<file path="src/led_cal_pkg.sv">
`default_nettype none

package led_cal_pkg;

    // Strand geometry
    localparam int NUM_LEDS   = 50;
    localparam int LED_ID_W   = 7;                    // LED i shows ID i+1
    localparam int NUM_PLANES = 7;                    // One bit plane per captured frame
    localparam int BIT_SEL_W  = $clog2(NUM_PLANES);

    // Camera frame and table geometry
    localparam int FRAME_W       = 160;
    localparam int FRAME_H       = 120;
    localparam int NUM_PIXELS    = FRAME_W * FRAME_H; // 19200 table entries
    localparam int PIX_ADDR_W    = 15;
    localparam int PIX_W         = 16;                // Pixel and threshold width
    localparam int TABLE_LATENCY = 2;                 // Registered read, both ports

    // One pixel word, decoded two ways
    typedef union packed {
        logic [PIX_W-1:0] raw;                        // 16-bit grey
        struct packed {
            logic [4:0] r;
            logic [5:0] g;
            logic [4:0] b;
        } rgb565;
    } pixel_word_u;

endpackage

`default_nettype wire

</file>
<file path="src/pixel_thresholder.sv">
`timescale 1ns/1ps
`default_nettype none

module pixel_thresholder (
    input  wire                                clk,
    input  wire                                rst,
    input  wire                                pix_valid,
    input  wire  [led_cal_pkg::PIX_ADDR_W-1:0] pix_addr,
    input  wire  [led_cal_pkg::PIX_W-1:0]      pix_data,
    input  wire                                pix_mode,
    input  wire  [led_cal_pkg::PIX_W-1:0]      threshold,
    output logic                               lit,
    output logic                               lit_valid,
    output logic [led_cal_pkg::PIX_ADDR_W-1:0] lit_addr
);
    import led_cal_pkg::*;

    pixel_word_u           pix_word;
    logic [7:0]            rgb_sum;     // 2r + g + 2b peaks at 187
    logic [PIX_W-1:0]      bright;
    logic [PIX_W-1:0]      bright_s1;
    logic                  valid_s1;
    logic [PIX_ADDR_W-1:0] addr_s1;

    assign pix_word = pix_data;
    assign rgb_sum  = {2'b00, pix_word.rgb565.r, 1'b0}
                    + {2'b00, pix_word.rgb565.g}
                    + {2'b00, pix_word.rgb565.b, 1'b0};
    assign bright   = pix_mode ? {rgb_sum, 8'h00} : pix_word.raw;  // RGB565 scaled by 256

    // Stage 1 brightness
    always_ff @(posedge clk) begin
        if (rst) begin
            valid_s1 <= 1'b0;
        end else begin
            valid_s1 <= pix_valid;
        end
        bright_s1 <= bright;
        addr_s1   <= pix_addr;
    end

    // Stage 2 compare, lines up with the table read data
    always_ff @(posedge clk) begin
        if (rst) begin
            lit_valid <= 1'b0;
        end else begin
            lit_valid <= valid_s1;
        end
        lit      <= bright_s1 > threshold;   // Strictly above
        lit_addr <= addr_s1;
    end

endmodule

`default_nettype wire

</file>
<file path="config.mk">
export PLATFORM = sky130hd
export DESIGN_NAME = pixel_thresholder
export DESIGN_NICKNAME = d
export VERILOG_FILES = /design/src/led_cal_pkg.sv /design/src/pixel_thresholder.sv
export SDC_FILE = /design/constraint.sdc
export NUM_CORES = 1
export LEC_CHECK = 0
export CORE_MARGIN = 2
export CORE_UTILIZATION = 55
export DETAILED_ROUTE_END_ITERATION = 10
export DONT_BUFFER_PORTS = 1
export PLACE_DENSITY = 0.7
export SYNTH_ARGS = -nofsm -noshare
export SYNTH_HDL_FRONTEND = slang
export SYNTH_SLANG_ARGS = --single-unit
</file>
<file path="constraint.sdc">
create_clock -name clk -period 4.2 [get_ports clk]
set_input_delay 0 -clock clk [delete_from_list [all_inputs] [get_ports clk]]
set_output_delay 0 -clock clk [all_outputs]
set_load 0.03 [all_outputs]
</file>
### Yosys cells after proc, flatten, opt, wreduce, memory -nomap -nowiden

Index checks and enable logic that the tools add are counted.

* register bits: 49
* input port bits: 51
* output and inout bits: 17
* word-level logic and storage cells: 11

* add/sub/neg operators: 2
* magnitude comparators: 1
* muxes and demuxes: 1

Operator list (count)
* $gt 16x16->1: 1
* $mux 16: 1
* $add 7x6->8: 1
* $add 6x6->7: 1

### Longest topological paths before layout

* word-level depth: 3
* depth in mapped cells: 10
* mapped depth without buffers: 10

### Least setup slack after synthesis

OpenSTA, ideal clock, no wires.

* path kind: in2reg
* start: in pix_data[1] in the netlist's numbering
* end: reg bright_s1[14]
* library setup time: 0.087 ns
* arrival: 1.584 ns
* data required time: 4.113 ns
* slack: 2.529 ns
* stages: 8
* buffers on the path: 0
* path through: fa_1 -> ha_1 -> inv_1 -> fa_1 -> nor2b_1 -> o21ai_0 -> nor3b_1 -> o31ai_1

* cells in the longest elaborated chain, start to end: 2

Ends and longest elaborated chain
* from (decl): RTL line pixel_thresholder.sv:9 `input wire [led_cal_pkg::PIX_W-1:0] pix_data,`
* $add 7x6->8: RTL line pixel_thresholder.sv:28 `+ {2'b00, pix_word.rgb565.b, 1'b0};`
* $mux 16: RTL line pixel_thresholder.sv:29 `assign bright = pix_mode ? {rgb_sum, 8'h00} : pix_word.raw;`
* via bright[14]: RTL line pixel_thresholder.sv:20 `logic [PIX_W-1:0] bright;`
* to (signal assigned): RTL line pixel_thresholder.sv:38 `bright_s1 <= bright;`
* to (decl): RTL line pixel_thresholder.sv:21 `logic [PIX_W-1:0] bright_s1;`

The timed path passes the listed nets, and every way through them passes these cells.
A chain may end at the register's enable or synchronous reset.

### Worst setup path after layout

* start: in pix_data[0] in the netlist's numbering
* end: reg bright_s1[14]

Same word-level chain as after synthesis.

==> qor.csv <==
metric,value,unit
depth of the worst hold-timing path,2,
Unique masters post-synth,25,
core area,0.00310,sq mm
post-synthesis sequential element count,49,
biggest area contributors in the synthesized netlist,"dfxtp_1 (54%), ha_1 (14%), fa_1 (6.6%), inv_1 (5.4%), nor2b_1 (3.8%)",
Hold Path Origin,pix_data[15],
maxcap violations,0,
overall die area,0.00377,sq mm
Pwr Total,0.962,mW
start of the worst register-to-register path,bright_s1[14],
post-CTS resize count,0,
Placed Cells incl. Taps,200,
highest clock frequency the design can meet,0.500,GHz
CTS buffer count,5,
"Arr. time, crit path",2.27,ns
total number of vias,1183,
count of fill cells added during filler insertion,228,
number of H-tree branching levels,2,
Max IR drop VDD,0.259,mV
area growth from synthesis to layout,27.3,%
GR Overflow Total,0,
global-route wire length before repair,5.25,mm
nets@finish,276,
non-filler instance count after layout,244,
slew at the pin closest to its max-slew limit,0.669,ns
Worst Skew,0.00674,ns
First-pass DRT Iterations,4,
CTS tree,done,
Final Slew Violations,0,
Hold/Removal Path Class,in -> reg,
register-to-register setup slack,2.61,ns
shortest clock period the worst path allows after layout,2.00,ns
number of global-route vias before repair,1216,
final critical-path share of the clock period,0.476,
Worst Hold Slack,0.0290,ns
Root Buffer Master,clkbuf_4,
post-DR vias/cell,4.85,
floorplan die width,61.4,um
Synth Instances,158,
sort of element at the start of the critical path,input pin,
number of clock sinks seen by CTS,49,
most repeated cell in the gate-level netlist after synthesis,dfxtp_1,
Netlist Area Pre-Place,0.00181,sq mm
HPWL after detailed placement,2.44,mm
largest net degree at the start of global routing,20,
number of cell instances on the worst register-to-register path,5,
main flop type after synthesis,dfxtp_1,
crit path kind,in -> reg,
share of synthesized area occupied by flip-flops and latches,0.541,
number of primary I/O pins,68,
leakage power summed over all cells,1.06,nW
wire length per cell after detailed routing,13.4,um
ys async rst share,0,
worst skew pair latency,0.35,ns
Final TNS setup,0,ns
result of the run,finished clean,
syn nets,235,
area share of the largest cell type after synthesis,0.541,
endpoint required time on the critical path,4.47,ns
library cell with the largest summed area after synthesis,dfxtp_1,
remaining routing DRC violations,0,
fraction of layout instances using a drive strength above 1,0.0750,
Hold EP,bright_s1[15],
Port-buffer cells,0,
Starting Density,0.584,
final standard cell utilization of the core,0.744,
Final ANT Viol Nets,0,
top post-synthesis cells by count,"dfxtp_1 (49), inv_1 (26), ha_1 (20)",
Synth Warn #,0,
Power Density,417,mW/mm^2
Iteration-0 DRC Markers,42,
number of buffers added for setup after CTS,0,
number of antenna violations at the first check in global routing,0,
RSZ-0062 raised after global routing,false,
"wirelength, routed",3.28,mm
worst r2r dst,lit,
Avg Inst Size Synth,11.5,sq um
Antenna diodes,0,
final-report setup violation count,0,
number of cell rows,20,
total routing usage reported by global routing,0.199,
CTS Buffer Depth,2,
maximum fanout along the worst path,2,
Critical Path Sink Type,flop,
clock transition at the registers of the reported paths,0.13,ns
final hold violations,0,
worst slew slack as a fraction of its limit,0.552,
number of synthesized flops with an enable pin,0,
placer's final routability congestion estimate,0.786,
DIE HEIGHT,61.4,um
==> worst max-delay path by stage <==
stage                     start       endpoint  depth (start not counted)
finish              pix_data[0]  bright_s1[14]                         11
global route        pix_data[0]  bright_s1[14]                         11
CTS                 pix_data[0]  bright_s1[14]                         11
detailed placement  pix_data[1]  bright_s1[14]                          8
global placement    pix_data[1]  bright_s1[14]                          8
floorplan           pix_data[1]  bright_s1[14]                          8
==> power breakdown <==
part / switching, mW / total, mW / leakage (nW) / internal [mW]
clock network: 0.140 / 0.282 / 0.0445 / 0.142
logic: 0.0650 / 0.146 / 0.603 / 0.0813
registers: 0.0326 / 0.534 / 0.412 / 0.501
total: 0.238 / 0.962 / 1.06 / 0.724
==> logic make-up (layout without fill, tap and decap cells) <==
kind of cell    Yosys count  count (layout)  synth area share
xor+xnor                  2               2           0.00967
flops                    49              49             0.541
mux                       4               4            0.0249
fa+ha+maj                26              26             0.204
compound gates           21              21            0.0739
simple gates             28              28            0.0870
buf+inv                  28              70            0.0587
==> placed cells by master (no fill, tap or decap) <==
cell type      Yosys  layout
bufinv_16          0       1
ha_1              20      20
nand4_1            3       3
a21boi_2           1       1
a21o_1             2       2
nor4_2             1       1
fa_1               6       6
nor3b_1            1       1
a221o_1            1       1
inv_1             26      26
nand2_1            4       4
xnor2_1            2       2
o21ai_0            4       4
a31o_2             1       1
nor2_1             5       5
dfxtp_1           49      49
a21oi_1            9       9
and2_1             1       1
clkbuf_4           0       5
o31ai_1            1       1
dlygate4sd3_1      0      36
clkbuf_8           0       1
o31a_1             1       1
nand3_1            2       2
nor2b_1           11      11
mux2_2             4       4
clkinvlp_4         0       1
a21boi_0           1       1
==> sequential cells by signal, summed over array words and instances, names as in the netlist <==
name	count
lit_addr	15
lit	1
addr_s1	15
bright_s1	16
valid_s1	1
lit_valid	1
==> cell type report <==
cell class | instances | area [sq um] | share of cell area
sequential | 49 | 981 | 0.425
multi-input combinational | 81 | 724 | 0.314
timing repair buffer | 36 | 360 | 0.156
inverter | 26 | 97.6 | 0.0423
tap | 44 | 55.1 | 0.0239
clock buffer | 6 | 51.3 | 0.0222
clock inverter | 2 | 37.5 | 0.0163
==> layer usage <==
layer / track usage / vias to the layer above / share of wire
met5: 0 / - / 0
met4: 0.0821 / 0 / 0.015
met3: 0.0777 / 6 / 0.059
met2: 0.343 / 44 / 0.51
met1: 0.220 / 542 / 0.41
li1: - / 591 / -
==> through the flow <==
| stage | worst slack, ns | cell area [sq um] |
|---|---|---|
| after floorplan | 2.53 | 1810 |
| after global placement | 2.48 | 1860 |
| after detailed placement | 2.36 | 1860 |
| after CTS | 2.23 | 2310 |
| after global routing | 2.08 | 2310 |
| final | 2.20 | 2310 |
==> repair_timing <==
item / 4_1_cts / 5_1_grt
hold buffers: 36 / 0
hold endpoints to repair: 34 / 0
endpoints found under the setup margin: 0 / 0
==> worst max-delay path, stage by stage <==
cell and delay (ns):
dlygate4sd3_1 0.52, inv_1 0.07, fa_1 0.42, inv_1 0.06, ha_1 0.16, inv_1 0.06, fa_1 0.40, nor2b_1 0.12
o21ai_0 0.10, nor3b_1 0.15, o31ai_1 0.21
No activity file was read; power rests on OpenSTA's default activity.
