**src/led_cal_pkg.sv**
```systemverilog
`default_nettype none

package led_cal_pkg;

    // Strand geometry
    localparam int NUM_LEDS   = 50;
    localparam int LED_ID_W   = 7;                    // LED i shows ID i+1
    localparam int NUM_PLANES = 7;                    // One bit plane per captured frame
    localparam int BIT_SEL_W  = $clog2(NUM_PLANES);

    // Camera frame and table geometry
    localparam int FRAME_W       = 160;
    localparam int FRAME_H       = 120;
    localparam int NUM_PIXELS    = FRAME_W * FRAME_H; // 19200 table entries
    localparam int PIX_ADDR_W    = 15;
    localparam int PIX_W         = 16;                // Pixel and threshold width
    localparam int TABLE_LATENCY = 2;                 // Registered read, both ports

    // One pixel word, decoded two ways
    typedef union packed {
        logic [PIX_W-1:0] raw;                        // 16-bit grey
        struct packed {
            logic [4:0] r;
            logic [5:0] g;
            logic [4:0] b;
        } rgb565;
    } pixel_word_u;

endpackage

`default_nettype wire

```
**src/cal_regs_pkg.sv**
```systemverilog
`default_nettype none

package cal_regs_pkg;

    localparam int APB_ADDR_W = 8;
    localparam int APB_DATA_W = 32;

    // Register map
    localparam logic [APB_ADDR_W-1:0] REG_CTRL     = 8'h00;
    localparam logic [APB_ADDR_W-1:0] REG_BIT_SEL  = 8'h04;
    localparam logic [APB_ADDR_W-1:0] REG_THRESH   = 8'h08;
    localparam logic [APB_ADDR_W-1:0] REG_ON_COLOR = 8'h0C;
    localparam logic [APB_ADDR_W-1:0] REG_STATUS   = 8'h10;  // Read-only

    // CTRL fields
    localparam int CTRL_EN_BIT      = 0;
    localparam int CTRL_MODE_BIT    = 1;   // 1 selects RGB565
    localparam int CTRL_CAPTURE_BIT = 8;   // Writing 1 arms a capture and reads back 0

    // STATUS fields
    localparam int STAT_ARMED_BIT     = 0;
    localparam int STAT_CAPTURING_BIT = 1;
    localparam int STAT_DONE_BIT      = 2;
    localparam int STAT_COUNT_LSB     = 8;   // Frames captured modulo 256

    localparam logic [15:0] THRESH_RESET   = 16'h8000;
    localparam logic [23:0] ON_COLOR_RESET = 24'hFF_FFFF;  // Full white in GRB

endpackage

`default_nettype wire

```
**src/cal_regs_apb.sv**
```systemverilog
`timescale 1ns/1ps
`default_nettype none

module cal_regs_apb (
    input  wire                                 clk,
    input  wire                                 rst,
    input  wire                                 psel,
    input  wire                                 penable,
    input  wire                                 pwrite,
    input  wire  [cal_regs_pkg::APB_ADDR_W-1:0] paddr,
    input  wire  [cal_regs_pkg::APB_DATA_W-1:0] pwdata,
    output logic [cal_regs_pkg::APB_DATA_W-1:0] prdata,
    output logic                                pready,
    output logic                                pslverr,
    input  wire                                 armed,
    input  wire                                 capturing,
    input  wire                                 capture_done,
    output logic                                cal_enable,
    output logic                                pix_mode,
    output logic [led_cal_pkg::BIT_SEL_W-1:0]   bit_sel,
    output logic [led_cal_pkg::PIX_W-1:0]       threshold,
    output logic [23:0]                         on_color,
    output logic                                capture_arm
);
    import cal_regs_pkg::*;
    import led_cal_pkg::*;

    logic       access;        // APB access phase
    logic       mapped;
    logic       wr_en;
    logic       done_flag;     // Sticky until the next arm
    logic [7:0] frame_count;

    assign access  = psel && penable;
    assign pready  = 1'b1;     // Zero wait states
    assign pslverr = access && !mapped;
    assign wr_en   = access && pwrite && mapped;

    always_comb begin
        case (paddr)
            REG_CTRL, REG_BIT_SEL, REG_THRESH, REG_ON_COLOR, REG_STATUS: mapped = 1'b1;
            default: mapped = 1'b0;
        endcase
    end

    // Writes land on the access edge
    always_ff @(posedge clk) begin
        if (rst) begin
            cal_enable  <= 1'b0;
            pix_mode    <= 1'b0;
            bit_sel     <= '0;
            threshold   <= THRESH_RESET;
            on_color    <= ON_COLOR_RESET;
            capture_arm <= 1'b0;
        end else begin
            capture_arm <= 1'b0;                    // Single-cycle strobe
            if (wr_en) begin
                case (paddr)
                    REG_CTRL: begin
                        cal_enable  <= pwdata[CTRL_EN_BIT];
                        pix_mode    <= pwdata[CTRL_MODE_BIT];
                        // Arming needs the enable bit in the same write
                        capture_arm <= pwdata[CTRL_CAPTURE_BIT] && pwdata[CTRL_EN_BIT];
                    end
                    REG_BIT_SEL:  bit_sel   <= pwdata[BIT_SEL_W-1:0];
                    REG_THRESH:   threshold <= pwdata[PIX_W-1:0];
                    REG_ON_COLOR: on_color  <= pwdata[23:0];
                    default: ;                      // Status ignores writes
                endcase
            end
        end
    end

    always_ff @(posedge clk) begin
        if (rst) begin
            done_flag   <= 1'b0;
            frame_count <= '0;
        end else if (capture_done) begin
            done_flag   <= 1'b1;
            frame_count <= frame_count + 8'd1;     // Wraps at 256
        end else if (capture_arm) begin
            done_flag <= 1'b0;
        end
    end

    // Read mux, valid during access
    always_comb begin
        prdata = '0;
        case (paddr)
            REG_CTRL: begin
                prdata[CTRL_EN_BIT]   = cal_enable;
                prdata[CTRL_MODE_BIT] = pix_mode;   // Capture bit stays 0
            end
            REG_BIT_SEL:  prdata[BIT_SEL_W-1:0] = bit_sel;
            REG_THRESH:   prdata[PIX_W-1:0]     = threshold;
            REG_ON_COLOR: prdata[23:0]          = on_color;
            REG_STATUS: begin
                prdata[STAT_ARMED_BIT]        = armed;
                prdata[STAT_CAPTURING_BIT]    = capturing;
                prdata[STAT_DONE_BIT]         = done_flag;
                prdata[STAT_COUNT_LSB +: 8]   = frame_count;
            end
            default: prdata = '0;
        endcase
    end

endmodule

`default_nettype wire

```
**config.mk**
```make
export PLATFORM = sky130hd
export DESIGN_NAME = cal_regs_apb
export DESIGN_NICKNAME = d
export VERILOG_FILES = /design/src/led_cal_pkg.sv /design/src/cal_regs_pkg.sv /design/src/cal_regs_apb.sv
export SDC_FILE = /design/constraint.sdc
export NUM_CORES = 1
export LEC_CHECK = 0
export ABC_AREA = 1
export BUFFER_PORTS_ARGS = -buffer_cell sky130_fd_sc_hd__buf_2
export CORE_AREA = 2 2 89 91
export DETAILED_ROUTE_END_ITERATION = 6
export DIE_AREA = 0 0 91 93
export GPL_TIMING_DRIVEN = 0
export HOLD_SLACK_MARGIN = 0.1
export PLACE_DENSITY_LB_ADDON = 0.25
export REMOVE_ABC_BUFFERS = 1
export SLEW_MARGIN = 20
export SYNTH_ARGS = -nofsm -noshare
export SYNTH_HDL_FRONTEND = slang
export SYNTH_SLANG_ARGS = --single-unit
```
**constraint.sdc**
```tcl
create_clock -name clk -period 2.2 [get_ports clk]
set_input_delay 0.33 -clock clk [delete_from_list [all_inputs] [get_ports clk]]
set_output_delay 0.33 -clock clk [all_outputs]
set_load 0.01 [all_outputs]
```
======== Yosys cells after proc, flatten, opt, wreduce, memory -nomap -nowiden ========
Cells that the tools add are included.
cells by class
  add/sub/neg operators ................... 1
  equal/unequal tests ..................... 4
  muxes and demuxes ....................... 8
  bitwise operators ....................... 2
  reductions and logical operators ........ 14
operators by type and width
  operator                                              number
  case mux 8 bit (3 select lines)                       1
  equality test 8 x 4 -> 1 bit (second input constant)  2
  case mux 2 bit (5 select lines)                       1
  case mux 5 bit (2 select lines)                       1
  adder 8 x 1 -> 8 bit (second input constant)          1
  equality test 8 x 3 -> 1 bit (second input constant)  1
  equality test 8 x 5 -> 1 bit (second input constant)  1
  zero test 8 bit                                       1
  two-way mux 8 bit                                     1
  AND reduction 2 bit                                   4
  logical AND 1 bit                                     5
  OR reduction 5 bit                                    1
  case mux 1 bit (4 select lines)                       1
  two-way mux 1 bit                                     3
  OR reduction 3 bit                                    1
  NOT 1 bit                                             2
  nonzero test 2 bit                                    1
  zero test 1 bit                                       1
storage, ports and cells
  register bits after elaboration ......... 55
  bits of input ports ..................... 48
  output and inout port bits .............. 80
  logic and storage cells ................. 37

======== Logic depth before layout (Yosys ltp) ========
  word-level depth ........................ 6
  mapped depth ............................ 11
  depth with buffers taken out ............ 10

======== Least setup slack after synthesis ========
No wires, ideal clock.
  path type ............................... input-to-output
  from .................................... input paddr[5] (netlist name)
  to ...................................... output prdata[10] (netlist name)
  arrival ................................. 1.380 ns
  data required time ...................... 1.870 ns
  slack ................................... 0.490 ns
  cell stages on the path ................. 7
  buffers on the path ..................... 2
  cells stage by stage .................... nor2_1 nand2_2 nor2_1 buf_2 inv_2 buf_2 o211ai_1
between the ends
  word-level cells in the longest chain between the ends .. 2
  elaborated cells between the ends (all ways) .. 4
  classes of those cells .................. eq/ne (3); mux (1)
RTL lines
  element                                                                              line                text
  from (decl)                                                                          cal_regs_apb.sv:10  input wire [cal_regs_pkg::APB_ADDR_W-1:0] paddr,
  equality test 8 x 5 -> 1 bit / equality test 8 x 4 -> 1 bit (equally long branches)  cal_regs_apb.sv:89  case (paddr)
  case mux 8 bit (3 select lines) *                                                    cal_regs_apb.sv:89
  to (decl)                                                                            cal_regs_apb.sv:12  output logic [cal_regs_pkg::APB_DATA_W-1:0] prdata,
Mark *: on every way between the ends. The rest lies on a longest branch, timed or not.

======== Final worst setup path ========
  from .................................... input paddr[5] (netlist name)
  to ...................................... output pslverr
between the ends
  word-level cells in the longest chain between the ends .. 5
  elaborated cells between the ends (all ways) .. 9
  classes of those cells .................. eq/ne (4); mux (1); reduce/logical (4)
RTL lines
  element                                               line                text
  equality test 8 x 5 -> 1 bit (tied with other cells)  cal_regs_apb.sv:40  case (paddr)
  OR reduction 5 bit *                                  cal_regs_apb.sv:40
  two-way mux 1 bit *                                   cal_regs_apb.sv:40
  zero test 1 bit *                                     cal_regs_apb.sv:36  assign pslverr = access && !mapped;
  logical AND 1 bit *                                   cal_regs_apb.sv:36
  to (decl)                                             cal_regs_apb.sv:14  output logic pslverr,
Marked as above.

==> out/summary.md <==
### Outcome
• **run status** completed

### Logic synthesis
• **post-synthesis register bit count** 55
• **Synth cell types** 26
• **Post-Syn Area per Cell** 6.68 um2
• **register area share after synthesis** 37.9%
• **yosys synthesis warning count** 0
• **Mapped Area** 2910 um2
• **number of cells produced by synthesis** 435

### Clock network
• **number of buffers created by CTS** 5
• **count of H-tree levels built during CTS** 2
• **Clock Latency Late Sink** 0.31 ns
• **number of buffers on the longest clock path** 2
• **number of hold buffers added after cts** 0
• **clock sink count** 55
• **clock root buffer** sky130_fd_sc_hd__clkbuf_8
• **clock-pin slew reported for the worst setup and hold paths after clock tree synthesis** 0.10 ns
• **CTS tree** done

### Setup path
• **CP Class** in2out
• **Required @ worst endpoint** 1.87 ns
• **critical path fanouts, max** 12
• **startpoint class of the critical path** input pin
• **crit end category** output port
• **crit path DAT** 1.70 ns
• **count of buffering cells on the critical path with inverters included** 3
• **critical path, cell by cell** buf_2 -> nor2_1 -> nand2_4 -> nor2_4 -> buf_8 -> nor2_2 -> nand3_4 -> nor2_1 -> buf_2
• **largest stage delay on the critical path** 0.29 ns
• **cell type group with the largest total delay on the critical path** simple AND/OR/NAND/NOR gates
• **Crit-path slowest cell** sky130_fd_sc_hd__nor2_2

### Global route
• **vias in the first global route** 2827
• **pin count of the biggest net entering global routing** 33
• **GRT overflow** 0
• **first-pass GRT wire length** 14600 um
• **number of antenna violations at the first check in global routing** 0
• **GRT Util Overall** 21.7%

### Hold path
• **worst hold-check path type** in2reg

### Finish
• **number of nets in the finished design** 585
• **cell area after layout** 3700 um2
• **Core Util, Final** 49.2%
• **P&R area growth vs syn** 27.3%
• **most frequent cells in the layout** sky130_fd_sc_hd__buf_2 (110), sky130_fd_sc_hd__nand2_1 (101), sky130_fd_sc_hd__inv_1 (72)
• **Antenna Cells** 0
• **most common library cell in the layout ignoring fill and taps** sky130_fd_sc_hd__buf_2
• **ratio of cells with drive above 1 in the final layout** 27.7%

### STA
• **timing-limited maximum frequency** 492 MHz
• **unrepaired setup endpoints after global routing** no
• **Max Transition Viols Final** 0
• **final number of hold-violating endpoints** 0
• **Setup Viol. Count Final** 0
• **Worst slew margin** 57.0%
• **Period minus WS final** 2.03 ns
• **final period utilization** 92.5%
• **Max Clock Skew** 0.00148 ns
• **Slew @ Worst Pin** 0.643 ns

### Die
• **die height** 93 um
• **Boundary Pins** 128
• **Core Rows** 32
• **Initial Utilization** 38.6%
• **Core Footprint** 7530 um2
• **floorplan die area** 8460 um2
• **die outline width** 91 um

### Power
• **static leakage power** 1.93 nW
• **Power Density** 529 nW/um2
• **largest voltage drop on the vdd net** 224 uV

### Place
• **placer's final routability congestion estimate** 0.792
• **number of buffer cells added on primary ports** 110
• **post-placement cell area** 3460 um2
• **detailed placer's ending HPWL** 5510 um

### Routing
• **detail-routed via count per cell** 4.92
• **Detail Route Antenna Nets** 0
• **Routed wire per std cell** 14.4 um
• **via count** 3145
• **number of design rule violations left after detail routing** 0
• **WL final** 9180 um
• **First DRT Iteration DRCs** 219
• **TritonRoute pass-1 iters** 4

### Job
• **number of max-cap violations** 0

==> metal layers <==
metal / up-vias / global-route usage (%) / wire [um]
li1: 1574 / - / -
met1: 1448 / 26.6 / 3850
met2: 111 / 39.4 / 4620
met3: 12 / 3.55 / 571
met4: 0 / 5.81 / 144
met5: - / 0 / 0
==> cell type report <==
| type | count | area (um2) |
|---|---|---|
| Sequential cell | 55 | 1100 |
| Timing Repair Buffer | 117 | 636 |
| Multi-Input combinational cell | 280 | 1410 |
| Clock buffer | 5 | 68.8 |
| Clock inverter | 3 | 67.6 |
| Fill cell | 826 | 3830 |
| Inverter | 77 | 289 |
| Tap cell | 102 | 128 |
==> power breakdown <==
part	total (W)	internal [W]	switching (W)	leakage, nW
clock network	0.000808	0.000454	0.000354	0.0644
registers	0.00100	0.00100	0.00000438	0.445
logic	0.000144	0.0000512	0.0000932	1.42
==> path summary, 6_finish.rpt <==
path,cells after the start,endpoint,slack (ns),from
worst max register to register,7,frame_count[7]$_SDFFE_PP0P_,0.92,frame_count[0]$_SDFFE_PP0P_
worst max-delay path,9,pslverr,0.17,paddr[5]
worst min-delay path,2,frame_count[0]$_SDFFE_PP0P_,0.26,capture_done
worst min register to register,2,done_flag$_SDFFE_PP0P_,0.47,done_flag$_SDFFE_PP0P_
==> state kept, by name, summed over array words and instances, names as in the netlist <==
signal	cells
threshold	16
frame_count	8
pix_mode	1
on_color	24
bit_sel	3
done_flag	1
capture_arm	1
cal_enable	1
==> synth_stat cells, drive strengths merged <==
cell / number / share of area [%]
o21ai: 11 / 1.9
inv: 77 / 9.9
ha: 1 / 0.43
nor3: 6 / 1.0
dfxtp: 55 / 38
nor2: 51 / 7.7
o211ai: 5 / 1.3
nand2: 103 / 13
clkbuf: 9 / 1.2
o221ai: 4 / 1.2
a21oi: 9 / 1.6
nand4: 43 / 9.3
buf: 25 / 6.2
conb: 2 / 0.26
o2111ai: 1 / 0.30
nand3: 33 / 6.5
==> cells by family after synthesis <==
family	synth area share [%]
AOI/OAI and AO/OA	6.24
adders and majority gates	0.431
buffers and inverters	17.3
DFF	37.9
other	0.258
and+or+nand+nor	37.9
==> stage by stage <==
step / instances / worst slack (ns) / TNS, ns / hold slack [ns] / total power (W)
final: 639 / 0.166 / 0 / 0.255 / 0.00196
after global routing: 639 / 0.0465 / 0 / 0.260 / 0.00204
after CTS: 636 / 0.0161 / 0 / 0.256 / 0.00197
after detailed placement: 623 / -1.32 / -56.08 / 0.463 / 0.00116
after global placement: 620 / -1.74 / -90.77 / 0.455 / 0.00115
after floorplan: 408 / -0.409 / -15.66 / 0.399 / 0.00109
==> repair_timing <==
item | 4_1_cts | 5_1_grt
pin swaps | 3 | 1
buffers inserted | 1 | 3
resized for setup | 5 | 3
setup endpoints to repair | 68 | 15
gates cloned | 4 | 0
No activity file was read; power rests on OpenSTA's default activity.
