## src/led_cal_pkg.sv

```systemverilog
`default_nettype none

package led_cal_pkg;

    // Strand geometry
    localparam int NUM_LEDS   = 50;
    localparam int LED_ID_W   = 7;                    // LED i shows ID i+1
    localparam int NUM_PLANES = 7;                    // One bit plane per captured frame
    localparam int BIT_SEL_W  = $clog2(NUM_PLANES);

    // Camera frame and table geometry
    localparam int FRAME_W       = 160;
    localparam int FRAME_H       = 120;
    localparam int NUM_PIXELS    = FRAME_W * FRAME_H; // 19200 table entries
    localparam int PIX_ADDR_W    = 15;
    localparam int PIX_W         = 16;                // Pixel and threshold width
    localparam int TABLE_LATENCY = 2;                 // Registered read, both ports

    // One pixel word, decoded two ways
    typedef union packed {
        logic [PIX_W-1:0] raw;                        // 16-bit grey
        struct packed {
            logic [4:0] r;
            logic [5:0] g;
            logic [4:0] b;
        } rgb565;
    } pixel_word_u;

endpackage

`default_nettype wire

```

## src/id_shower.sv

```systemverilog
`timescale 1ns/1ps
`default_nettype none

module id_shower (
    input  wire                               clk,
    input  wire                               rst,
    input  wire                               led_req,
    input  wire  [led_cal_pkg::LED_ID_W-1:0]  led_index,
    input  wire                               cal_enable,
    input  wire  [led_cal_pkg::BIT_SEL_W-1:0] bit_sel,
    input  wire  [23:0]                       on_color,
    output logic [7:0]                        green_out,
    output logic [7:0]                        red_out,
    output logic [7:0]                        blue_out,
    output logic                              color_valid,
    output logic                              frame_shown
);
    import led_cal_pkg::*;

    logic [LED_ID_W-1:0] led_id;       // ID 0 is reserved for no LED
    logic [LED_ID_W-1:0] id_shifted;
    logic                in_range;
    logic                show_on;

    assign led_id     = led_index + LED_ID_W'(1);
    assign id_shifted = led_id >> bit_sel;   // Selected plane lands in bit 0
    assign in_range   = led_index < LED_ID_W'(NUM_LEDS);
    assign show_on    = cal_enable && in_range && id_shifted[0];

    // Colour follows the request by one cycle
    always_ff @(posedge clk) begin
        if (led_req) begin
            green_out <= show_on ? on_color[23:16] : 8'h00;  // GRB order
            red_out   <= show_on ? on_color[15:8]  : 8'h00;
            blue_out  <= show_on ? on_color[7:0]   : 8'h00;
        end
    end

    always_ff @(posedge clk) begin
        if (rst) begin
            color_valid <= 1'b0;
            frame_shown <= 1'b0;
        end else begin
            color_valid <= led_req;
            // Last LED of the strand closes the refresh
            frame_shown <= led_req && (led_index == LED_ID_W'(NUM_LEDS - 1));
        end
    end

endmodule

`default_nettype wire

```

## config.mk

```make
export PLATFORM = sky130hd
export DESIGN_NAME = id_shower
export DESIGN_NICKNAME = d
export VERILOG_FILES = /design/src/led_cal_pkg.sv /design/src/id_shower.sv
export SDC_FILE = /design/constraint.sdc
export NUM_CORES = 1
export LEC_CHECK = 0
export ABC_AREA = 1
export BUFFER_PORTS_ARGS = -buffer_cell sky130_fd_sc_hd__buf_2
export CAP_MARGIN = 20
export CORE_MARGIN = 4
export CORE_UTILIZATION = 28
export CTS_CLUSTER_SIZE = 30
export DETAILED_ROUTE_END_ITERATION = 6
export GPL_TIMING_DRIVEN = 0
export HOLD_SLACK_MARGIN = 0.06
export PLACE_DENSITY_LB_ADDON = 0.05
export REMOVE_ABC_BUFFERS = 1
export SLEW_MARGIN = 20
export SYNTH_ARGS = -nofsm -noshare
export SYNTH_HDL_FRONTEND = slang
export SYNTH_SLANG_ARGS = --single-unit
```

## constraint.sdc

```tcl
create_clock -name clk -period 2.09 [get_ports clk]
set_input_delay 0.627 -clock clk [delete_from_list [all_inputs] [get_ports clk]]
set_output_delay 0.627 -clock clk [all_outputs]
set_load 0.1 [all_outputs]
```

=== Word level (Yosys, flattened, before mapping) ===
Index checks and enable logic that the tools add are counted.

* Bits in registers: 26
* Bits in latches: 0
* Memory bits (writable): 0
* Memory bits (read-only): 0
* Input port bits: 38
* Output and inout port bits: 26
* Logic and storage cells: 12
* Memories: 0

* $add $sub $neg: 1
* Multipliers: 0
* Div/mod/pow operators: 0
* Magnitude comparators: 1
* Equality and inequality tests: 1
* Shifts and indexed selects: 1
* Muxes and demuxes: 0
* Bitwise gates (word level): 0
* Reductions and logical operators: 3

{| class="wikitable"
|+ Operators with widths
! cell !! number
|-
| $add 7x1->7 const B || 1
|-
| $eq 7x6->1 const B || 1
|-
| $lt 7x6->1 const B || 1
|-
| $shr 7x3->1 || 1
|-
| $logic_and 1x1->1 || 3
|}

=== Depth between registers and ports, before layout ===
Gate-level depths: netlist (run 1).

* Depth after elaboration: 3
* Mapped depth: 11
* Gate-level depth less buffers: 10

=== Worst setup path before layout (run 1) ===
Ideal clock, no wire load.

* Kind: input -> register
* Start: input port led_index[0] (netlist bit)
* End: register blue_out[2], data pin
* Library setup time: 252 ps
* Arrival time: 1530 ps
* Required time: 1838 ps
* Slack: 307 ps
* Stages: 11
* Path buffers: 1
* Cells stage by stage: ha_1 > nand2_1 > nor2_1 > nand3_1 > nand3_1 > nand2_1 > inv_1 > nand2_1 > nand2_2 > buf_6 > nor2_2

* Cells in the longest elaborated chain, start to end: 3
* Elaborated cells on any way between the ends: 5
* Classes of those cells: add/sub (1); order compare (1); shift (1); reduce/logical (2)

{| class="wikitable"
|+ RTL lines
! what !! RTL line !! source
|-
| from (decl) || id_shower.sv:8 || <nowiki>input wire [led_cal_pkg::LED_ID_W-1:0] led_index,</nowiki>
|-
| $add 7x1->7 / $lt 7x6->1 (equally long branches) || id_shower.sv:25, id_shower.sv:27 ||
|-
| $shr 7x3->1 / $logic_and 1x1->1 (equally long branches) || id_shower.sv:26, id_shower.sv:28 ||
|-
| $logic_and 1x1->1 (*) || id_shower.sv:28 || <nowiki>assign show_on = cal_enable && in_range && id_shifted[0];</nowiki>
|-
| to (signal assigned) || id_shower.sv:35 || <nowiki>blue_out <= show_on ? on_color[7:0] : 8'h00;</nowiki>
|-
| to (decl) || id_shower.sv:14 || <nowiki>output logic [7:0] blue_out,</nowiki>
|}

Every way passes the cells marked *; elsewhere a longest branch is shown, timed or not.
A chain may end at the register's enable or synchronous reset.

=== Worst setup path after layout (run 1) ===
* Start: input port led_index[0] (netlist bit)
* End: register blue_out[1], data pin

The elaborated chain is that of the path after synthesis.

==> out/summary.txt, run 1 <==
Worst path depth: 11
Die ar.: 5720 sq um
DIE WIDTH: 75.6 um
Die Span Y: 75.6 um
Pleak: 0.881 nW
Max Cap Viol: 0
#FFs+latches synth: 26
grt ovf: 0
register area share after synthesis: 0.594
Via-to-Cell Ratio: 4.16
Tmin final: 1.91 ns
CP delay by family, top: simple AND/OR/NAND/NOR gates
Finished Core Util: 0.391
Post-CTS Hold Fix Bufs: 0
CTS Buf Count: 3
status: finished clean
WHS: 0.517 ns
worst setup margin: 0.181 ns
hold path endpoint: color_valid$_SDFF_PP0_
Worst Tran Pin Value: 0.562 ns
initial antenna violation count: 0
FMAX: 524 MHz
total negative slack: 0 ns
average wire per standard cell: 10.7 um
WP data arrival: 1.93 ns
PortBufs: 63
Syn Area/Cell: 9.70 sq um
RSZ-0062 raised after global routing: no
pre-CTS setup slack: -0.332 ns
Fillers: 462
Cell Rows: 24
hpwl dp: 2.11 mm
Clock H-tree levels: 1
vias in the first global route: 903
Mapped Cells: 132
Worst path most repeated cell: nand2_1
Pwr Density: 823 nW/um^2
HP Start: rst
Layout area overhead: 33.9%
Post-DP Area: 1640 sq um
endpoint class of the critical path: flop
Cell Area, Synth: 1280 sq um
Design Area, Final: 1710 sq um
part of the cycle the worst path needs: 0.914
I/O pin count: 64
Antenna Violating Nets Remaining: 0
Max-slew headroom: 0.625
post-CTS setup buffer count: 0
CTS tree: yes
WP data required: 2.11 ns
fin. max-slew vios: 0
ys async rst share: 0
CP cell instances: buf_2 -> ha_1 -> nand2_1 -> nor2_1 -> nand3_1 -> nand3_1 -> nand2_1 -> inv_1 -> nand2_1 -> nand2_4 -> nor2_1
VDD IR max: 0.000537 V
core area: 4380 sq um
type of the worst setup path: in2reg
n_diodes: 0
setup violators final: 0
pin count of the biggest net entering global routing: 26
most frequent cells in the layout: 63 x buf_2, 37 x inv_1, 24 x edfxtp_1
worst hold path cell count: 2
final-stage net count: 238
maximum clock path buffer count: 2
crit start category: input port
Post-synth EDFFs: 24
CP peak stage delay: 0.32 ns
Global Route Usage Sum: 0.0909
warnings from Yosys: 0
critical path peak fanout: 24
WP buf/inv: 2
Hold/Removal Path Class: in2reg
Starting Density: 0.292
Netlist cell types: 18
CP max-delay cell: nand2_4
RePlAce Congestion: 0.893
commonest non-fill, non-tap cell in the layout: buf_2
Root Driver: clkbuf_8
drt first-iter violations: 26
endpoints failing hold: 0
Routed WL: 2.67 mm
top_reg_cell synth: edfxtp_1
Residual DRC: 0
share of layout cells above drive strength 1: 0.457
first-pass GRT wire length: 3.89 mm
Pre-antenna DRT Iters: 4
Clock Sinks: 26
Vias: 1,036
Reg clk slew, reported paths: 0.09 ns
## power breakdown
| part | switching (mW) | total, mW | internal (mW) | leakage (nW) |
|---|---|---|---|---|
| combinational | 0.322 | 0.390 | 0.0674 | 0.600 |
| clock | 0.157 | 0.413 | 0.256 | 0.0357 |
| sequential | 0.00628 | 0.608 | 0.602 | 0.245 |
| total | 0.486 | 1.41 | 0.925 | 0.881 |
## area by class of cell
class	count	area, sq um	share of cell area
tap	52	65.1	0.0380
multi-input combinational	66	359	0.209
clock inverter	1	30.0	0.0175
timing repair buffer	63	315	0.184
inverter	38	143	0.0832
clock buffer	3	41.3	0.0241
sequential	26	761	0.444
## metal layers
layer  up-vias  part of all wire  GRT usage
met3         2              0.11     0.0383
met4         0            0.0090     0.0291
met2        37              0.51      0.163
met1       467              0.37     0.0962
met5         -                 0          0
li1        530                 -          -
## how the worst max path moves through the flow
| stage | startpoint | to |
|---|---|---|
| 6_report | led_index[0] | blue_out[1]$_SDFFCE_PN0P_ |
| 5_1_grt | led_index[1] | blue_out[1]$_SDFFCE_PN0P_ |
| 4_1_cts | led_index[0] | blue_out[1]$_SDFFCE_PN0P_ |
| 3_5_place_dp | led_index[0] | blue_out[1]$_SDFFCE_PN0P_ |
| 3_3_place_gp | led_index[0] | blue_out[1]$_SDFFCE_PN0P_ |
| 2_1_floorplan | led_index[0] | blue_out[1]$_SDFFCE_PN0P_ |
## registers in the layout, indices dropped and copies added (netlist names)
| name | cells |
|---|---|
| green_out | 8 |
| frame_shown | 1 |
| color_valid | 1 |
| red_out | 8 |
| blue_out | 8 |
## what timing repair did
item / in CTS / in global routing
endpoints found under the setup margin: 4 / 0
hold endpoints to repair: 0 / 0
gates resized for setup: 1 / 0
## cell families after synthesis
family	count (synthesis)	synth area share
adder cells (fa/ha/maj)	2	0.0195
buffers and inverters	40	0.129
AND/OR/NAND/NOR	58	0.229
flip-flops	26	0.594
AO/OA/AOI/OAI	6	0.0283
## Yosys cell counts, types with 2 or more instances
cell type	n	area, sq um
dfxtp_1	2	40.0
ha_1	2	25.0
nand2_1	17	63.8
buf_6	2	22.5
nand3_1	8	40.0
o21ai_0	2	10.0
nor2_1	9	33.8
nor2_2	19	119
nand4_1	3	18.8
inv_1	37	139
edfxtp_1	24	721
## through the flow
stage / power [mW] / cells
final: 1.41 / 249
after detailed placement: 1.01 / 245
after CTS: 1.43 / 249
after global placement: 1.01 / 245
after global routing: 1.48 / 249
after floorplan: 0.922 / 130
(Power assumes the default switching activity.)
==> inputs of run 2 (changes only) <==
CORE_ASPECT_RATIO = 1.25   (was default)
==> run 2 against run 1 <==
Routed wire length down 2.7%. Combinational power about the same. Critical path depth did not move. Global-route usage is 0.10 points lower. Via count down 1.3%. Die area increased by 0.12%. Largest power group unchanged. Critical path type unchanged. First-iteration DRC count increased by 19%. Worst hold slack improved by 0.019 ns.
==> out/summary.txt, run 2 (synthesis gave the netlist of run 1 again) <==
setup violators final: 0 (unchanged)
Global Route Usage Sum: 0.0899 (-0.00105)
drt first-iter violations: 31 (+19%)
CTS tree: yes
Via-to-Cell Ratio: 4.01 (-3.6%)
CTS Buf Count: 3 (unchanged)
sequential power share: 0.477 (+0.046)
Internal: 0.805 mW (-13%)
Post-CTS Hold Fix Bufs: 0 (unchanged)
n_diodes: 0 (unchanged)
sw frac: 0.369 (+0.0244)
Tmin final: 1.91 ns (-0.00190 ns)
FF+latch area: 761 sq um (unchanged)
endpoints failing hold: 0 (unchanged)
Residual DRC: 0 (unchanged)
maximum clock path buffer count: 2 (unchanged)
FMAX: 524 MHz (about the same)
pin count of the biggest net entering global routing: 26 (unchanged)
worst setup margin: 0.183 ns (+0.00190 ns)
Design Area, Final: 1700 sq um (-1.1%)
average wire per standard cell: 10.2 um (-4.9%)
Hold/Removal Path Class: in2reg
VDD IR max: 0.000222 V (-59%)
Worst path most repeated cell: nand2_1
endpoint class of the critical path: flop
Clock H-tree levels: 1 (unchanged)
Starting Density: 0.289 (-0.00272)
initial antenna violation count: 0 (unchanged)
share of layout cells above drive strength 1: 0.452 (-0.00508)
Max Cap Viol: 0 (unchanged)
Die Span Y: 83.6 um (+11%)
grt ovf: 0 (unchanged)
RePlAce Congestion: 0.867 (-3.0%)
I/O pin count: 64 (unchanged)
Layout area overhead: 32.5%
first-pass GRT wire length: 4.00 mm (+2.7%)
CP delay by family, top: simple AND/OR/NAND/NOR gates
Die ar.: 5720 sq um (+0.12%)
Worst Tran Pin Value: 0.558 ns (-0.00443 ns)
WP buf/inv: 2 (unchanged)
status: finished clean
P_sw: 0.470 mW (-3.2%)
type of the worst setup path: in2reg
fin. max-slew vios: 0 (unchanged)
Root Driver: clkbuf_8
Power, Total: 1.27 mW (-9.6%)
post-CTS setup buffer count: 0 (unchanged)
CP max-delay cell: nand2_4
Pre-antenna DRT Iters: 4 (unchanged)
Clock Sinks: 26 (unchanged)
final-stage net count: 238 (unchanged)
CP cell instances: buf_2 -> ha_1 -> nand2_1 -> nor2_1 -> nand3_1 -> nand3_1 -> nand2_1 -> inv_1 -> nand2_1 -> nand2_4 -> nor2_1
WP data required: 2.10 ns (about the same)
biggest regs: blue_out (8), green_out (8), red_out (8)
CP peak stage delay: 0.32 ns (about the same)
Post-DP Area: 1650 sq um (+0.46%)
Reg clk slew, reported paths: 0.08 ns (about the same)
critical path peak fanout: 24 (unchanged)
Antenna Violating Nets Remaining: 0 (unchanged)
Pleak: 0.868 nW (-1.5%)
RSZ-0062 raised after global routing: no
area taken by multi-input logic gates: 359 sq um (unchanged)
clock power share: 0.219 (-0.074)
Fillers: 469 (+1.5%)
DIE WIDTH: 68.5 um (-9.4%)
WP data arrival: 1.91 ns (-0.02 ns)
Routed WL: 2.60 mm (-2.7%)
hpwl dp: 2.06 mm (-2.5%)
Vias: 1,023 (-1.3%)
crit start category: input port
Max-slew headroom: 0.628 (+0.00295)
part of the cycle the worst path needs: 0.913 (about the same)
most frequent cells in the layout: 63 x buf_2, 37 x inv_1, 24 x edfxtp_1
Pwr Density: 752 nW/um^2 (-8.6%)
core area: 4430 sq um (+0.94%)
vias in the first global route: 945 (+4.7%)
PortBufs: 63 (unchanged)
pre-CTS setup slack: -0.317 ns (+0.0150 ns)
Cell Rows: 27 (+13%)
commonest non-fill, non-tap cell in the layout: buf_2
power share of the combinational group: 0.304 (+0.028)
run 2: changes by cell type in the layout (fill, tap and decap cells not counted):
cell	delta
clkbuf_1	+1
bufinv_16	-1
run 2: worst paths after layout:
path | from | endpoint | slack, ns | depth (start not counted)
worst max-delay path | led_index[0] | blue_out[7]$_SDFFCE_PN0P_ | 0.18 | 11
worst min-delay path | rst | color_valid$_SDFF_PP0_ | 0.54 | 2
run 2: timing repair:
action,4_1_cts,5_1_grt
hold endpoints to repair,0,0
resized for setup,1,0
endpoints found under the setup margin,4,0
run 2: metal layers:
metal / vias to the layer above / track usage / routed length [um]
met5: - / 0 / 0
met3: 2 / 0.00943 / 223
met4: 0 / 0.0524 / 41
met2: 38 / 0.166 / 1400
met1: 453 / 0.0911 / 931
li1: 530 / - / -
run 2: cell type report:
type | instances | area share
flip-flops and latches | 26 | 0.449
multi-input cells | 66 | 0.212
repair buffers | 63 | 0.186
inverters | 38 | 0.0841
well taps | 58 | 0.0428
clock buffers | 4 | 0.0266
run 2: power groups by stage:
stage,sequential (mW),clock [mW],combinational [mW]
5_1_grt,0.611,0.310,0.410
3_3_place_gp,0.620,0,0.388
3_5_place_dp,0.621,0,0.391
2_1_floorplan,0.866,0,0.0569
4_1_cts,0.609,0.298,0.392
6_report,0.608,0.279,0.388
run 2: metrics by stage:
stage / TNS (ns) / std cells / hold slack (ns) / util
detailed placement: -6.41 / 251 / 0.816 / 0.372
floorplan: 0 / 130 / 0.710 / -
global placement: -5.68 / 251 / 0.813 / 0.372
CTS: 0 / 255 / 0.531 / 0.383
global route: 0 / 255 / 0.531 / 0.383
finish: 0 / 255 / 0.537 / 0.383
==> inputs of run 3 (changes only) <==
CORE_ASPECT_RATIO = 0.9   (was 1.25)
RECOVER_POWER = 100   (was default)
==> run 3 against run 2 <==
Combinational power down 2%. Sequential share of layout area fell by 0.066 points. Utilization hardly changed. Largest power group unchanged. Highest routed layer unchanged. Critical path depth is 6 lower. Design area grew 0.15%. Clock power rose by 49%. Global-route usage up 0.58 points. Via count down 1.2%. Non-clock buffer count unchanged.
==> out/summary.txt, run 3 (synthesis gave the netlist of run 1 again) <==
status: finished clean
Worst path most repeated cell: nor2_1
Die Span Y: 72.1 um (-14%)
Residual DRC: 0 (unchanged)
VDD IR max: 0.000272 V (+23%)
Cells after DPL: 255 (+1.6%)
Antenna Violating Nets Remaining: 0 (unchanged)
Via-to-Cell Ratio: 3.90 (-2.7%)
Reg clk slew, reported paths: 0.08 ns (about the same)
Design Area, Final: 1700 sq um (+0.15%)
CP cell instances: clkbuf_1 -> inv_1 -> nor2_1 -> nand4_1 -> nor2_1
sw frac: 0.344 (-0.0249)
crit path from: led_req
maximum clock path buffer count: 2 (unchanged)
Clock Sinks: 26 (unchanged)
average wire per standard cell: 10.1 um (-0.64%)
grt ovf: 0 (unchanged)
CP max-delay cell: clkbuf_1
share of layout cells above drive strength 1: 0.396 (-0.0558)
Cell Rows: 23 (-15%)
Pre-antenna DRT Iters: 4 (unchanged)
final-stage net count: 238 (unchanged)
RSZ-0062 raised after global routing: no
Max Cap Viol: 0 (unchanged)
RePlAce Congestion: 0.821 (-5.2%)
FMAX: 549 MHz (+4.8%)
Clock H-tree levels: 1 (unchanged)
total negative slack: 0 ns (unchanged)
DIE WIDTH: 79.3 um (+16%)
Routed WL: 2.63 mm (+0.92%)
WHS: 0.527 ns (-0.00996 ns)
WP data required: 2.30 ns (+0.20 ns)
drt first-iter violations: 33 (+6.5%)
CP delay by family, top: buffers and inverters
Starting Density: 0.289 (-0.000408)
WP buf/inv: 2 (unchanged)
n_diodes: 0 (unchanged)
PortBufs: 63 (unchanged)
commonest non-fill, non-tap cell in the layout: inv_1
Root Driver: clkbuf_8
Layout area overhead: 32.6%
Worst Tran Pin Value: 1.35 ns (+0.788 ns)
sequential power share: 0.434 (-0.043)
CP peak stage delay: 0.96 ns (+0.64 ns)
initial antenna violation count: 0 (unchanged)
endpoints failing hold: 0 (unchanged)
fin. max-slew vios: 0 (unchanged)
most frequent cells in the layout: 37 x inv_1, 36 x buf_2, 26 x clkbuf_2
core area: 4430 sq um (+0.14%)
Vias: 1,011 (-1.2%)
setup violators final: 0 (unchanged)
HP Start: rst
critical path peak fanout: 25 (+4.2%)
vias in the first global route: 955 (+1.1%)
CTS Buf Count: 3 (unchanged)
Die ar.: 5720 sq um (about the same)
Fillers: 472 (+0.64%)
P_sw: 0.484 mW (+2.9%)
Max-slew headroom: 0.103 (-0.525)
crit start category: input port
Hold/Removal Path Class: in2reg
first-pass GRT wire length: 4.22 mm (+5.5%)
CTS tree: yes
Pwr Density: 829 nW/um^2 (+10%)
pin count of the biggest net entering global routing: 26 (unchanged)
Post-DP Area: 1650 sq um (+0.30%)
I/O pin count: 64 (unchanged)
Non-Filler Instances: 259 (+1.6%)
biggest regs: blue_out (8), green_out (8), red_out (8)
type of the worst setup path: in2reg
Internal: 0.923 mW (+15%)
endpoint class of the critical path: flop
WP data arrival: 2.03 ns (+0.12 ns)
clock power share: 0.295 (+0.076)
power share of the combinational group: 0.272 (-0.032)
hpwl dp: 2.00 mm (-2.8%)
Post-CTS Hold Fix Bufs: 0 (unchanged)
part of the cycle the worst path needs: 0.871 (-0.0416)
Tmin final: 1.82 ns (-0.0870 ns)
Global Route Usage Sum: 0.0957 (+0.00581)
Pleak: 0.885 nW (+2.0%)
[run 3: cell types whose count changed in the layout (fill, tap and decap cells not counted), sizes merged]
cell,change
buf,-27
bufinv,+1
clkbuf,+26
[run 3: metrics by stage]
step           setup slack, ns  power [mW]  utilization
6_report                 0.270        1.41        0.383
5_1_grt                 0.0262        1.48        0.383
4_1_cts                  0.209        1.44        0.390
3_5_place_dp            -0.300        1.01        0.372
3_3_place_gp            -0.281        1.01        0.372
2_1_floorplan            0.118       0.922            -
[run 3: path summary, 6_finish.rpt]
path | end | slack [ns] | cells after the start
worst max-delay path | frame_shown$_SDFF_PP0_ | 0.27 | 5
worst min-delay path | color_valid$_SDFF_PP0_ | 0.53 | 2
[run 3: area by class of cell]
type / instances / area, sq um / area share
Clock buffer: 3 / 41.3 / 0.0243
Clock inverter: 1 / 30.0 / 0.0177
Inverter: 38 / 143 / 0.0840
Multi-Input combinational cell: 66 / 332 / 0.195
Sequential cell: 26 / 761 / 0.448
Tap cell: 62 / 77.6 / 0.0457
Timing Repair Buffer: 63 / 314 / 0.185
[run 3: layer usage]
layer  vias up  share of wire  GRT usage  wire [um]
li1        532              -          -          -
met1       434           0.42      0.111       1110
met2        41           0.48      0.160       1250
met3         4          0.085     0.0360        224
met4         0          0.016     0.0401         41
met5         -              0          0          0
[run 3: timing repair]
| item | 4_1_cts | 5_1_grt |
|---|---|---|
| hold endpoints to repair | 0 | 0 |
| resized for setup | 1 | 0 |
| setup buffers | 0 | 0 |
| setup endpoints to repair | 1 | 0 |
[run 3: power by group through the flow]
stage / clock network, mW / registers (mW) / logic (mW)
floorplan: 0 / 0.866 / 0.0569
global placement: 0 / 0.620 / 0.389
detailed placement: 0 / 0.620 / 0.391
CTS: 0.435 / 0.608 / 0.392
global route: 0.458 / 0.613 / 0.405
finish: 0.415 / 0.610 / 0.382
